--- config.mk ---
export PLATFORM = sky130hd
export DESIGN_NAME = srm_top
export DESIGN_NICKNAME = d
export VERILOG_FILES = /design/src/hw/srm_pkg.sv /design/src/hw/srm_ctrl_if.sv /design/src/hw/srm_top.sv /design/src/hw/srm_fetch_unit.sv /design/src/hw/srm_datapath.sv /design/src/hw/srm_regfile.sv /design/src/hw/srm_decoder.sv /design/src/hw/srm_controller.sv
export SDC_FILE = /design/constraint.sdc
export NUM_CORES = 1
export LEC_CHECK = 0
export BUFFER_PORTS_ARGS = -buffer_cell sky130_fd_sc_hd__clkbuf_2
export CAP_MARGIN = 20
export CORE_UTILIZATION = 55
export CTS_CLUSTER_SIZE = 30
export DETAILED_ROUTE_END_ITERATION = 10
export PLACE_DENSITY = 0.72
export SYNTH_ARGS = -nofsm -noshare
export SYNTH_HDL_FRONTEND = slang
export SYNTH_SLANG_ARGS = --single-unit
--- constraint.sdc ---
create_clock -name clk -period 12.46 [get_ports clk]
set_clock_uncertainty 0.05 [all_clocks]
set_input_delay 2.492 -clock clk [delete_from_list [all_inputs] [get_ports clk]]
set_output_delay 2.492 -clock clk [all_outputs]
set_load 0.03 [all_outputs]
--- src/hw/srm_pkg.sv ---
package srm_pkg;

    typedef logic [15:0] data_t;
    typedef logic [2:0]  reg_num_t;

    typedef enum logic [2:0] {
        opc_b    = 3'b001,
        opc_ldr  = 3'b011,
        opc_str  = 3'b100,
        opc_alu  = 3'b101,
        opc_mov  = 3'b110,
        opc_halt = 3'b111
    } opcode_e;

    typedef enum logic [1:0] {
        op_add = 2'b00,
        op_cmp = 2'b01, // subtract that only sets the flags
        op_and = 2'b10,
        op_mvn = 2'b11
    } op_e;

    // same field under the MOV opcode
    localparam op_e op_mov_reg = op_add;
    localparam op_e op_mov_imm = op_and;

    typedef enum logic [1:0] {sh_none, sh_left, sh_right, sh_arith} shift_e;

    typedef enum logic [2:0] {cond_al, cond_eq, cond_ne, cond_lt, cond_le} cond_e;

    typedef enum logic [1:0] {mem_none, mem_read, mem_write} mem_cmd_e;

    typedef enum logic [1:0] {nsel_rn, nsel_rd, nsel_rm} nsel_e;

    typedef enum logic [1:0] {vsel_c, vsel_imm, vsel_mdata} vsel_e;

    typedef enum logic [1:0] {pcsel_reset, pcsel_plus1, pcsel_branch} pcsel_e;

    typedef enum logic [5:0] {
        s_rst, s_if1, s_if2, s_update_pc, s_decode,
        s_write_imm,
        s_wr0, s_wr1, s_wr2,
        s_add0, s_add1, s_add2, s_add3,
        s_cmp0, s_cmp1, s_cmp2,
        s_and0, s_and1, s_and2, s_and3,
        s_mvn0, s_mvn1, s_mvn2,
        s_ldr0, s_ldr1, s_ldr2, s_ldr3, s_ldr4,
        s_str0, s_str1, s_str2, s_str3, s_str4, s_str5,
        s_halt,
        s_b1, s_b2, s_goto
    } state_e;

    typedef struct packed {
        opcode_e  opcode;
        op_e      op;
        reg_num_t rn;
        reg_num_t rd;
        shift_e   shift;
        reg_num_t rm;
    } alu_fields_t;

    typedef struct packed {
        opcode_e    opcode;
        op_e        op;
        reg_num_t   rn;
        reg_num_t   rd;
        logic [4:0] offset;
    } imm_fields_t;

    typedef struct packed {
        opcode_e    opcode;
        op_e        op;
        cond_e      cond;
        logic [7:0] offset;
    } branch_fields_t;

    typedef union packed {
        alu_fields_t    alu;
        imm_fields_t    imm;
        branch_fields_t branch;
    } instr_u;

endpackage
--- src/hw/srm_ctrl_if.sv ---
`timescale 1ns/1ps

interface srm_ctrl_if;
    srm_pkg::nsel_e    nsel;
    srm_pkg::vsel_e    vsel;
    logic              write;
    logic              loada;
    logic              loadb;
    logic              asel;      // high puts zero on the A side of the ALU
    logic              bsel;      // high puts sximm5 on the B side
    srm_pkg::op_e      alu_op;
    logic              loadc;
    logic              loads;
    logic              load_ir;
    logic              load_pc;
    srm_pkg::pcsel_e   pcsel;
    logic              addr_sel;  // selects pc when high and the data address when low
    logic              load_addr;
    srm_pkg::mem_cmd_e mem_cmd;

    modport controller (
        output nsel, vsel, write, loada, loadb, asel, bsel, alu_op,
        output loadc, loads, load_ir, load_pc, pcsel, addr_sel, load_addr, mem_cmd
    );

    modport decoder (input nsel, load_ir);

    modport datapath (input vsel, write, loada, loadb, asel, bsel, alu_op, loadc, loads);

    modport fetch (input pcsel, load_pc, addr_sel, load_addr);

endinterface

--- src/hw/srm_top.sv ---
`timescale 1ns/1ps

module srm_top #(
    parameter srm_pkg::data_t reset_pc = 16'h0000
) (
    input  logic              clk,
    input  logic              reset,
    input  srm_pkg::data_t    read_data,
    output srm_pkg::mem_cmd_e mem_cmd,
    output srm_pkg::data_t    mem_addr,
    output srm_pkg::data_t    write_data,
    output logic              halted
);

    srm_pkg::opcode_e  opcode;
    srm_pkg::op_e      op;
    srm_pkg::cond_e    cond;
    srm_pkg::reg_num_t reg_num;
    srm_pkg::shift_e   shift;
    srm_pkg::data_t    sximm8;
    srm_pkg::data_t    sximm5;
    srm_pkg::data_t    c_out;
    logic              z;
    logic              v;
    logic              n;

    srm_ctrl_if ctrl_i ();

    srm_controller controller_i (
        .clk    (clk),
        .reset  (reset),
        .opcode (opcode),
        .op     (op),
        .cond   (cond),
        .z      (z),
        .v      (v),
        .n      (n),
        .ctrl   (ctrl_i.controller),
        .halted (halted)
    );

    srm_decoder decoder_i (
        .clk       (clk),
        .ctrl      (ctrl_i.decoder),
        .read_data (read_data),
        .opcode    (opcode),
        .op        (op),
        .cond      (cond),
        .reg_num   (reg_num),
        .shift     (shift),
        .sximm8    (sximm8),
        .sximm5    (sximm5)
    );

    srm_datapath datapath_i (
        .clk       (clk),
        .reset     (reset),
        .ctrl      (ctrl_i.datapath),
        .reg_num   (reg_num),
        .shift     (shift),
        .sximm8    (sximm8),
        .sximm5    (sximm5),
        .read_data (read_data),
        .c_out     (c_out),
        .z         (z),
        .v         (v),
        .n         (n)
    );

    srm_fetch_unit #(
        .reset_pc (reset_pc)
    ) fetch_unit_i (
        .clk      (clk),
        .ctrl     (ctrl_i.fetch),
        .sximm8   (sximm8),
        .c_out    (c_out),
        .mem_addr (mem_addr)
    );

    assign mem_cmd    = ctrl_i.mem_cmd;
    assign write_data = c_out; // C holds Rd during the store write

endmodule

--- src/hw/srm_fetch_unit.sv ---
`timescale 1ns/1ps

module srm_fetch_unit #(
    parameter srm_pkg::data_t reset_pc = 16'h0000
) (
    input  logic           clk,
    srm_ctrl_if.fetch      ctrl,
    input  srm_pkg::data_t sximm8,
    input  srm_pkg::data_t c_out,
    output srm_pkg::data_t mem_addr
);

    srm_pkg::data_t pc;
    srm_pkg::data_t data_addr;

    // pc is loaded with reset_pc in the RST state
    always_ff @(posedge clk) begin
        if (ctrl.load_pc) begin
            case (ctrl.pcsel)
                srm_pkg::pcsel_plus1: pc <= pc + 16'd1;
                srm_pkg::pcsel_branch: pc <= pc + sximm8; // pc already points past the branch
                default: pc <= reset_pc;
            endcase
        end
    end

    always_ff @(posedge clk) begin
        if (ctrl.load_addr) begin
            data_addr <= c_out;
        end
    end

    assign mem_addr = ctrl.addr_sel ? pc : data_addr;

endmodule

--- src/hw/srm_datapath.sv ---
`timescale 1ns/1ps

module srm_datapath (
    input  logic              clk,
    input  logic              reset,
    srm_ctrl_if.datapath      ctrl,
    input  srm_pkg::reg_num_t reg_num,
    input  srm_pkg::shift_e   shift,
    input  srm_pkg::data_t    sximm8,
    input  srm_pkg::data_t    sximm5,
    input  srm_pkg::data_t    read_data,
    output srm_pkg::data_t    c_out,
    output logic              z,
    output logic              v,
    output logic              n
);

    srm_pkg::data_t wb_data;
    srm_pkg::data_t reg_out;
    srm_pkg::data_t a_q;
    srm_pkg::data_t b_q;
    srm_pkg::data_t b_shift;
    srm_pkg::data_t ain;
    srm_pkg::data_t bin;
    srm_pkg::data_t alu_out;
    logic           alu_v;

    always_comb begin
        case (ctrl.vsel)
            srm_pkg::vsel_imm: wb_data = sximm8;
            srm_pkg::vsel_mdata: wb_data = read_data;
            default: wb_data = c_out;
        endcase
    end

    srm_regfile regfile_i (
        .clk      (clk),
        .write    (ctrl.write),
        .num      (reg_num),
        .data_in  (wb_data),
        .data_out (reg_out)
    );

    always_ff @(posedge clk) begin
        if (ctrl.loada) begin
            a_q <= reg_out;
        end
        if (ctrl.loadb) begin
            b_q <= reg_out;
        end
        if (ctrl.loadc) begin
            c_out <= alu_out;
        end
    end

    always_comb begin
        case (shift)
            srm_pkg::sh_left: b_shift = {b_q[14:0], 1'b0};
            srm_pkg::sh_right: b_shift = {1'b0, b_q[15:1]};
            srm_pkg::sh_arith: b_shift = {b_q[15], b_q[15:1]};
            default: b_shift = b_q;
        endcase
    end

    assign ain = ctrl.asel ? 16'h0000 : a_q;
    assign bin = ctrl.bsel ? sximm5 : b_shift;

    always_comb begin
        alu_v = 1'b0;
        case (ctrl.alu_op)
            srm_pkg::op_add: alu_out = ain + bin;
            srm_pkg::op_cmp: begin
                alu_out = ain - bin;
                alu_v   = (ain[15] != bin[15]) && (alu_out[15] != ain[15]);
            end
            srm_pkg::op_and: alu_out = ain & bin;
            default: alu_out = ~bin;
        endcase
    end

    always_ff @(posedge clk) begin
        if (reset) begin
            z <= 1'b0;
            v <= 1'b0;
            n <= 1'b0;
        end else if (ctrl.loads) begin
            z <= (alu_out == 16'h0000);
            v <= alu_v;
            n <= alu_out[15];
        end
    end

endmodule

--- src/hw/srm_regfile.sv ---
`timescale 1ns/1ps

module srm_regfile (
    input  logic              clk,
    input  logic              write,
    input  srm_pkg::reg_num_t num,
    input  srm_pkg::data_t    data_in,
    output srm_pkg::data_t    data_out
);

    srm_pkg::data_t regs [8];

    always_ff @(posedge clk) begin
        if (write) begin
            regs[num] <= data_in;
        end
    end

    assign data_out = regs[num]; // same number as the write

endmodule

--- src/hw/srm_decoder.sv ---
`timescale 1ns/1ps

module srm_decoder (
    input  logic              clk,
    srm_ctrl_if.decoder       ctrl,
    input  srm_pkg::data_t    read_data,
    output srm_pkg::opcode_e  opcode,
    output srm_pkg::op_e      op,
    output srm_pkg::cond_e    cond,
    output srm_pkg::reg_num_t reg_num,
    output srm_pkg::shift_e   shift,
    output srm_pkg::data_t    sximm8,
    output srm_pkg::data_t    sximm5
);

    srm_pkg::instr_u ir;
    logic            shift_used;

    always_ff @(posedge clk) begin
        if (ctrl.load_ir) begin
            ir <= read_data;
        end
    end

    assign opcode = ir.alu.opcode;
    assign op     = ir.alu.op;
    assign cond   = ir.branch.cond;

    // low byte is the MOV immediate as well as the branch offset
    assign sximm8 = {{8{ir.branch.offset[7]}}, ir.branch.offset};
    assign sximm5 = {{11{ir.imm.offset[4]}}, ir.imm.offset};

    // shift bits overlap the memory offset
    assign shift_used = (ir.alu.opcode == srm_pkg::opc_alu) ||
                        (ir.alu.opcode == srm_pkg::opc_mov && ir.alu.op == srm_pkg::op_mov_reg);
    assign shift = shift_used ? ir.alu.shift : srm_pkg::sh_none;

    always_comb begin
        case (ctrl.nsel)
            srm_pkg::nsel_rd: reg_num = ir.alu.rd;
            srm_pkg::nsel_rm: reg_num = ir.alu.rm;
            default: reg_num = ir.alu.rn;
        endcase
    end

endmodule

--- src/hw/srm_controller.sv ---
`timescale 1ns/1ps

module srm_controller (
    input  logic             clk,
    input  logic             reset,
    input  srm_pkg::opcode_e opcode,
    input  srm_pkg::op_e     op,
    input  srm_pkg::cond_e   cond,
    input  logic             z,
    input  logic             v,
    input  logic             n,
    srm_ctrl_if.controller   ctrl,
    output logic            halted
);

    srm_pkg::state_e state;
    logic            take_branch;

    always_comb begin
        case (cond)
            srm_pkg::cond_al: take_branch = 1'b1;
            srm_pkg::cond_eq: take_branch = z;
            srm_pkg::cond_ne: take_branch = ~z;
            srm_pkg::cond_lt: take_branch = n ^ v;
            srm_pkg::cond_le: take_branch = z | (n ^ v);
            default: take_branch = 1'b0;
        endcase
    end

    always_ff @(posedge clk) begin
        if (reset) begin
            state <= srm_pkg::s_rst;
        end else begin
            case (state)
                srm_pkg::s_rst: state <= srm_pkg::s_if1;
                srm_pkg::s_if1: state <= srm_pkg::s_if2;
                srm_pkg::s_if2: state <= srm_pkg::s_update_pc;
                srm_pkg::s_update_pc: state <= srm_pkg::s_decode;
                srm_pkg::s_decode: begin
                    case (opcode)
                        srm_pkg::opc_mov: begin
                            if (op == srm_pkg::op_mov_imm) begin
                                state <= srm_pkg::s_write_imm;
                            end else begin
                                state <= srm_pkg::s_wr0;
                            end
                        end
                        srm_pkg::opc_alu: begin
                            case (op)
                                srm_pkg::op_add: state <= srm_pkg::s_add0;
                                srm_pkg::op_cmp: state <= srm_pkg::s_cmp0;
                                srm_pkg::op_and: state <= srm_pkg::s_and0;
                                default: state <= srm_pkg::s_mvn0;
                            endcase
                        end
                        srm_pkg::opc_ldr: state <= srm_pkg::s_ldr0;
                        srm_pkg::opc_str: state <= srm_pkg::s_str0;
                        srm_pkg::opc_b: state <= srm_pkg::s_b1;
                        default: state <= srm_pkg::s_halt; // halt and undefined opcodes
                    endcase
                end
                srm_pkg::s_wr0: state <= srm_pkg::s_wr1;
                srm_pkg::s_wr1: state <= srm_pkg::s_wr2;
                srm_pkg::s_add0: state <= srm_pkg::s_add1;
                srm_pkg::s_add1: state <= srm_pkg::s_add2;
                srm_pkg::s_add2: state <= srm_pkg::s_add3;
                srm_pkg::s_cmp0: state <= srm_pkg::s_cmp1;
                srm_pkg::s_cmp1: state <= srm_pkg::s_cmp2;
                srm_pkg::s_and0: state <= srm_pkg::s_and1;
                srm_pkg::s_and1: state <= srm_pkg::s_and2;
                srm_pkg::s_and2: state <= srm_pkg::s_and3;
                srm_pkg::s_mvn0: state <= srm_pkg::s_mvn1;
                srm_pkg::s_mvn1: state <= srm_pkg::s_mvn2;
                srm_pkg::s_ldr0: state <= srm_pkg::s_ldr1;
                srm_pkg::s_ldr1: state <= srm_pkg::s_ldr2;
                srm_pkg::s_ldr2: state <= srm_pkg::s_ldr3;
                srm_pkg::s_ldr3: state <= srm_pkg::s_ldr4;
                srm_pkg::s_str0: state <= srm_pkg::s_str1;
                srm_pkg::s_str1: state <= srm_pkg::s_str2;
                srm_pkg::s_str2: state <= srm_pkg::s_str3;
                srm_pkg::s_str3: state <= srm_pkg::s_str4;
                srm_pkg::s_str4: state <= srm_pkg::s_str5;
                srm_pkg::s_halt: state <= srm_pkg::s_halt; // only reset leaves
                srm_pkg::s_b1: state <= srm_pkg::s_b2;
                srm_pkg::s_b2: state <= take_branch ? srm_pkg::s_goto : srm_pkg::s_if1;
                default: state <= srm_pkg::s_if1; // last state of every instruction
            endcase
        end
    end

    always_comb begin
        ctrl.nsel      = srm_pkg::nsel_rn;
        ctrl.vsel      = srm_pkg::vsel_c;
        ctrl.write     = 1'b0;
        ctrl.loada     = 1'b0;
        ctrl.loadb     = 1'b0;
        ctrl.asel      = 1'b0;
        ctrl.bsel      = 1'b0;
        ctrl.alu_op    = srm_pkg::op_add;
        ctrl.loadc     = 1'b0;
        ctrl.loads     = 1'b0;
        ctrl.load_ir   = 1'b0;
        ctrl.load_pc   = 1'b0;
        ctrl.pcsel     = srm_pkg::pcsel_reset;
        ctrl.addr_sel  = 1'b1;
        ctrl.load_addr = 1'b0;
        ctrl.mem_cmd   = srm_pkg::mem_none;
        case (state)
            srm_pkg::s_rst: ctrl.load_pc = 1'b1;
            srm_pkg::s_if1: ctrl.mem_cmd = srm_pkg::mem_read;
            srm_pkg::s_if2: begin
                ctrl.mem_cmd = srm_pkg::mem_read;
                ctrl.load_ir = 1'b1;
            end
            srm_pkg::s_update_pc: begin
                ctrl.pcsel   = srm_pkg::pcsel_plus1;
                ctrl.load_pc = 1'b1;
            end
            srm_pkg::s_write_imm: begin // MOV imm writes Rn
                ctrl.vsel  = srm_pkg::vsel_imm;
                ctrl.write = 1'b1;
            end
            srm_pkg::s_add0, srm_pkg::s_cmp0, srm_pkg::s_and0,
            srm_pkg::s_ldr0, srm_pkg::s_str0: ctrl.loada = 1'b1;
            srm_pkg::s_wr0, srm_pkg::s_add1, srm_pkg::s_cmp1,
            srm_pkg::s_and1, srm_pkg::s_mvn0: begin
                ctrl.nsel  = srm_pkg::nsel_rm;
                ctrl.loadb = 1'b1;
            end
            srm_pkg::s_wr1, srm_pkg::s_str4: begin // 0 + b
                ctrl.asel  = 1'b1;
                ctrl.loadc = 1'b1;
            end
            srm_pkg::s_add2: ctrl.loadc = 1'b1;
            srm_pkg::s_and2: begin
                ctrl.alu_op = srm_pkg::op_and;
                ctrl.loadc  = 1'b1;
            end
            srm_pkg::s_mvn1: begin
                ctrl.alu_op = srm_pkg::op_mvn;
                ctrl.loadc  = 1'b1;
            end
            srm_pkg::s_cmp2: begin
                ctrl.alu_op = srm_pkg::op_cmp;
                ctrl.loads  = 1'b1;
            end
            srm_pkg::s_wr2, srm_pkg::s_add3, srm_pkg::s_and3, srm_pkg::s_mvn2: begin
                ctrl.nsel  = srm_pkg::nsel_rd;
                ctrl.write = 1'b1;
            end
            srm_pkg::s_ldr1, srm_pkg::s_str1: begin // base + sximm5
                ctrl.bsel  = 1'b1;
                ctrl.loadc = 1'b1;
            end
            srm_pkg::s_ldr2, srm_pkg::s_str2: ctrl.load_addr = 1'b1;
            srm_pkg::s_ldr3: begin
                ctrl.mem_cmd  = srm_pkg::mem_read;
                ctrl.addr_sel = 1'b0;
            end
            srm_pkg::s_ldr4: begin
                ctrl.mem_cmd  = srm_pkg::mem_read;
                ctrl.addr_sel = 1'b0;
                ctrl.nsel     = srm_pkg::nsel_rd;
                ctrl.vsel     = srm_pkg::vsel_mdata;
                ctrl.write    = 1'b1;
            end
            srm_pkg::s_str3: begin
                ctrl.nsel  = srm_pkg::nsel_rd;
                ctrl.loadb = 1'b1;
            end
            srm_pkg::s_str5: begin
                ctrl.mem_cmd  = srm_pkg::mem_write;
                ctrl.addr_sel = 1'b0;
            end
            srm_pkg::s_goto: begin
                ctrl.pcsel   = srm_pkg::pcsel_branch;
                ctrl.load_pc = 1'b1;
            end
            default: ctrl.load_pc = 1'b0;
        endcase
    end

    assign halted = (state == srm_pkg::s_halt);

endmodule

## After elaboration in Yosys (flattened, before gate mapping)

Memory sizes are Yosys's and may differ from the RTL's.
Index checks and enable logic that the tools add are counted.

| word-level totals | value |
|---|---|
| flip-flop bits (word level) | 105 |
| bits in writable memories | 128 |
| bits of input ports | 18 |
| memories | 1 |

| operators by class | value |
|---|---|
| equal/unequal tests | 61 |
| mux-type cells | 33 |
| reduce and logical (&&, ||, !) cells | 20 |
| add/sub/neg operators | 4 |
| bitwise gates (word level) | 5 |

Memory list:

| name | depth | bits a word | rd ports | clocked after memory_dff | write ports | line | source |
|---|---|---|---|---|---|---|---|
| datapath_i.regfile_i.regs | 8 | 16 | 1 | 0 | 1 | srm_regfile.sv:11 | `srm_pkg::data_t regs [8];` |

Operators by type and width:

| cell | number |
|---|---|
| case mux 6 bit (28 select lines) | 1 |
| equality test 6 x 5 -> 1 bit, second input constant | 16 |
| case mux 16 bit (3 select lines) | 2 |
| case mux 16 bit (2 select lines) | 2 |
| equality test 6 x 4 -> 1 bit, second input constant | 8 |
| two-way mux 16 bit | 3 |
| equality test 6 bit, second input constant | 6 |
| adder 16 bit | 2 |
| case mux 6 bit (5 select lines) | 1 |
| equality test 6 x 3 -> 1 bit, second input constant | 4 |
| OR reduction 6 bit | 3 |
| adder 16 x 1 -> 16 bit, second input constant | 1 |
| bitwise AND 16 bit | 1 |
| zero test 16 bit | 1 |
| NOT 16 bit | 1 |
| case mux 2 bit (2 select lines) | 4 |
| subtractor 16 bit | 1 |
| case mux 5 bit (3 select lines) | 1 |
| equality test 2 bit, second input constant | 7 |
| two-way mux 1 bit | 13 |
| equality test 2 x 1 -> 1 bit, second input constant | 6 |
| equality test 3 bit, second input constant | 4 |
| equality test 6 x 2 -> 1 bit, second input constant | 2 |
| OR reduction 5 bit | 2 |
| other kinds (21) | 31 |

## Depth between registers and ports, before layout

| depth | value |
|---|---|
| depth after elaboration | 11 |
| gate-level depth with buffers | 21 |
| gate-level depth less buffers | 19 |

## Modules after synthesis

From an unflattened synthesis, not the netlist that was laid out.

| second synthesis, totals | value |
|---|---|
| cell total of the unflattened synthesis | 1188 |
| area total of the unflattened synthesis | 13676.9 µm² |

By module, submodules not included:

| module | area each (µm²) | instances | cells each | sequential area each (µm²) |
|---|---|---|---|---|
| srm_regfile | 4972.3 | 1 | 222 | 3843.7 |
| srm_datapath | 4624.4 | 1 | 528 | 1501.4 |
| srm_fetch_unit | 2120.8 | 1 | 193 | 960.9 |
| srm_controller | 1182.4 | 1 | 186 | 120.1 |
| srm_decoder | 777.0 | 1 | 59 | 480.5 |

## Least setup slack after synthesis

No wires, ideal clock.

| path | value |
|---|---|
| kind | reg2reg |
| start | register controller_i.state[2] |
| end | memory datapath_i.regfile_i.regs[1][0] in the netlist's numbering (enable) |
| library setup time | 0.430 ns |
| required time | 11.980 ns |
| arrival | 4.846 ns |
| path buffers | 6 |
| slack | 7.133 ns |
| stages on the path, launching flop included | 15 |
| cell sequence | dfxtp_1 -> clkbuf_1 -> nor2b_1 -> xnor2_1 -> a32oi_1 -> or2_2 -> ha_1 -> clkbuf_1 -> nand2_1 -> o21a_1 -> clkbuf_1 -> clkbuf_1 -> clkbuf_1 -> clkbuf_1 -> nor4_1 |

| on the way | value |
|---|---|
| longest elaborated chain between the ends | 5 |
| elaborated cells between the ends (all ways) | 22 |
| those cells by class | eq/ne (14); mux (5); reduce/logical (3) |

RTL lines:

| item | line | source |
|---|---|---|
| start: declaration | srm_controller.sv:16 | `srm_pkg::state_e state;` |
| start signal: assignment | srm_controller.sv:32 | `state <= srm_pkg::s_rst;` |
| start signal: assignment | srm_controller.sv:35 | `srm_pkg::s_rst: state <= srm_pkg::s_if1;` |
| start signal: assignment | srm_controller.sv:36 | `srm_pkg::s_if1: state <= srm_pkg::s_if2;` |
| equality test 6 x 4 -> 1 bit (tied with other cells) | srm_controller.sv:108 | `case (state)` |
| OR reduction 6 bit (no line) / OR reduction 5 bit (equally long branches) | n/a |  |
| case mux 2 bit (2 select lines) / two-way mux 1 bit (equally long branches) | srm_controller.sv:108 |  |
| equality test 2 bit (tied with other cells) | srm_decoder.sv:39 | `case (ctrl.nsel)` |
| case mux 3 bit (2 select lines) / two-way mux 1 bit (equally long branches) | srm_decoder.sv:39, srm_regfile.sv:15 |  |
| end: declaration | srm_regfile.sv:11 |  |

Several ways; a longest one is shown, not always the timed one.

## Final worst setup path

| path | value |
|---|---|
| start | register controller_i.state[4] |
| end | register datapath_i.z |

| on the way | value |
|---|---|
| longest elaborated chain between the ends | 7 |
| elaborated cells between the ends (all ways) | 24 |
| those cells by class | add/sub (2); eq/ne (9); mux (7); bitwise (2); reduce/logical (4) |

RTL lines:

| item | line | source |
|---|---|---|
| equality test 6 x 3 -> 1 bit (tied with other cells) | srm_controller.sv:108 |  |
| OR reduction 2 bit | n/a |  |
| two-way mux 1 bit | srm_controller.sv:108 |  |
| two-way mux 16 bit, on equally long branches | srm_datapath.sv:65, srm_datapath.sv:66 |  |
| subtractor 16 bit (tied with other cells) | srm_datapath.sv:73 | `alu_out = ain - bin;` |
| case mux 16 bit (3 select lines) | srm_datapath.sv:70 | `case (ctrl.alu_op)` |
| zero test 16 bit | srm_datapath.sv:87 | `z <= (alu_out == 16'h0000);` |
| end signal: assignment | srm_datapath.sv:87 |  |
| end: declaration | srm_datapath.sv:13 | `output logic z,` |

Several ways; a longest one is shown, not always the timed one.
A chain may end at the register's enable or synchronous reset.

==> impl_results.md <==
- Yosys warns: 0
- Setup TNS: 0 ps
- Final Util: 0.626
- Async S/R FF share, synth: 0
- Worst Setup End Kind: flip-flop
- Initial antenna violation count: 0
- Cell taking the most area after synthesis: edfxtp_1
- Most common cell after layout, fill and taps aside: edfxtp_1
- Clock latency at the later pin of the worst-skew pair: 550 ps
- Vias in the first global route: 8883
- Crit path largest cell delay: ~800 ps
- Max Freq: 0.174 GHz
- Detailed-router iteration count before antenna repair: 5
- Clock Tree Buf Depth: 3
- Netlist cell types: 72
- Setup crit start kind: flip-flop
- All-layer global routing usage: 0.283
- Critical path's slowest cell: dfxtp_1
- Power Density: 123 nW/µm²
- Ports: 53
- Avg WL per Cell: approximately 22 µm
- Port bufs: 52
- DRT Wirelength: around 34000 µm
- R2R Setup Slk: 6720 ps
- VDD IR max: 0.000138 V
- Slew Limit Fails: 0
- Crit-path cells: nand3b_1, or3_1, o221a_2, a21oi_1, inv_1, fa_1, o21ba_2, or3_1, a21oi_1, o32ai_1, o22ai_2, nand4b_1, or4_1, or4b_1, or4_1, o31ai_2
- Area grow syn2layout: 11.1%
- Floorplan core area: 22700 µm²
- RePlAce Congestion: 0.921
- Yosys reg bits: 233
- Power Total: 1.75 mW
- Hold WC Path Type: reg2reg
- Top cell type's share of synthesized area: 0.526
- ANT nets after route: 0
- Outcome: finished, final reports clean
- CTS tree: yes
- Starting density of the core: 0.563
- Setup bufs post-CTS: 0
- Final setup viols: 0
- Period minus WS final: 5740 ps
- RSZ-0062 raised after global routing: no
- Clk sinks: 233
- Nets: roughly 1300
- Worst slew margin: 0.335
- Largest net degree at the start of global routing: 39
- Cells after Synth: roughly 1200
- Layout cell share with drive strength beyond 1: 0.145
- WP data required: 12870 ps
- Most used DFF post-synth: edfxtp_1
- Most frequent cells in the layout: edfxtp_1, nand2_1, a21oi_1
- Post-Syn Area: 12800 µm²
- # DRC: 0
- Initial DRC Count: 924
- Htree depth: 1
- Syn Area/Cell: 10.9 µm²
- Final Cycle Share: 0.461
- Total gr overflow: 0
- Clk root buf: clkbuf_16
- Num CTS Buffers: 25
- Post-synthesis sequential area ratio: 0.540
- Clock Pin Slew Worst Setup and Hold Paths: approximately 60 ps
- Worst EP arrival: 6150 ps
- Static Leak: 5.22 nW
- Syn Nets: between 1000 and 1500
- CP max FO: 25
- HPWL after DPL: 23600 µm
- Fin. Hold Viols: 0
- Worst slew pin tran: 987 ps
- Critical path type: reg2reg
- CP Buf/Inv Count: 1
- Die height: 155 µm
- Post-CTS sizing: 0
- Die Wd: 155 µm
- EDFF count, synth: around 220
- Family with the most delay on the worst path: simple AND/OR/NAND/NOR gates
- Hold_buf cts: 0
- ANT cells: 0
- Top post-synthesis cells by area: edfxtp_1, ha_1, a21oi_1
- Die area: 23900 µm²
- First-pass GRT wire length: 51100 µm
- Vias per cell: about 6.3
- Routed via count: 9521
- Rows: 55
- Max-cap violations: 0
per-stage QoR:
step                      hold WS, ps  std cells  cell area [µm²]  worst slack [ps]
after floorplan                   387       1176            12800              7130
after global placement            407       1473            13400              6920
after detailed placement          410       1473            13400              6760
final                             421       1515            14200              6720
after CTS                         420       1514            14200              6750
after global routing              452       1515            14200              6360
kinds of logic (layout without fill, tap and decap cells):
family,count (synthesis),count (layout),synth area share
AO/OA/AOI/OAI,337,337,0.170
multiplexers,34,34,0.0399
buffers and inverters,122,176,0.0373
XOR/XNOR,29,29,0.0199
AND/OR/NAND/NOR,366,366,0.137
flip-flops,233,233,0.540
adder cells (fa/ha/maj),55,55,0.0556
flip-flops by register name, summed over array words and instances, names as in the netlist, 6 cells and up:
register	cells
datapath_i.a_q	16
datapath_i.regfile_i.regs	128
controller_i.state	6
fetch_unit_i.pc	16
fetch_unit_i.data_addr	16
decoder_i.ir	16
datapath_i.c_out	16
datapath_i.b_q	16
cell type report:
type | instances | area, µm²
timing repair buffer | 82 | 485
clock inverter | 11 | 98.8
multi-input combinational | 821 | 5470
inverter | 53 | 199
fill | 1822 | 8500
sequential | 233 | 6910
clock buffer | 30 | 694
tap | 285 | 357
routing by layer:
metal | global-route usage | share of wire | vias up
met3 | 0.0415 | 0.078 | 72
met5 | 0.00621 | 0 | -
met2 | 0.463 | 0.47 | 439
met4 | 0.0910 | 0.029 | 0
li1 | - | - | 4478
met1 | 0.391 | 0.42 | 4532
where the power goes:
group,switching [mW],total [mW],internal (mW)
clock network,0.303,0.719,0.415
logic,0.100,0.154,0.0543
registers,0.0115,0.877,0.865
total,0.415,1.75,1.33
synthesized netlist by cell type, types with 4 or more instances:
library cell    n
a2111oi_0       4
a211oi_1       15
a21o_1         17
a21oi_1       113
a221o_1         5
a221oi_1        7
a22oi_1        21
a2bb2oi_1       4
a31oi_1         8
a32oi_1         5
and2_1         20
clkbuf_1       61
dfxtp_1         9
edfxtp_1      224
ha_1           52
inv_1          52
mux2_2         16
mux2i_1         6
mux4_2         12
nand2_1       126
nand2b_1       16
nand3_1        18
nand3b_1        4
nor2_1         89
nor2b_1        16
nor3_1         27
nor3b_1         5
nor4_1          6
o211ai_1        4
o21a_1         11
o21ai_0        64
o221ai_1        9
o22ai_1         7
o31a_1          6
o31ai_1         4
or2_2           6
or3_1           9
or4_1           5
xnor2_1        18
xor2_1         11
worst min-delay path, cell delays in order, from the launching register on:
cell	delay, ps
dfxtp_1	320
nand2_1	60
a21oi_1	50
path summary, 6_finish.rpt:
path                                         start                         to  cells past startpoint
setup / recovery  controller_i.state[4]$_SDFF_PP0_  datapath_i.z$_SDFFE_PP0N_                     16
setup reg to reg  controller_i.state[4]$_SDFF_PP0_  datapath_i.z$_SDFFE_PP0N_                     16
hold reg to reg          datapath_i.v$_SDFFE_PP0N_  datapath_i.v$_SDFFE_PP0N_                      2
hold / removal           datapath_i.v$_SDFFE_PP0N_  datapath_i.v$_SDFFE_PP0N_                      2
No activity file was read; power rests on OpenSTA's default activity.
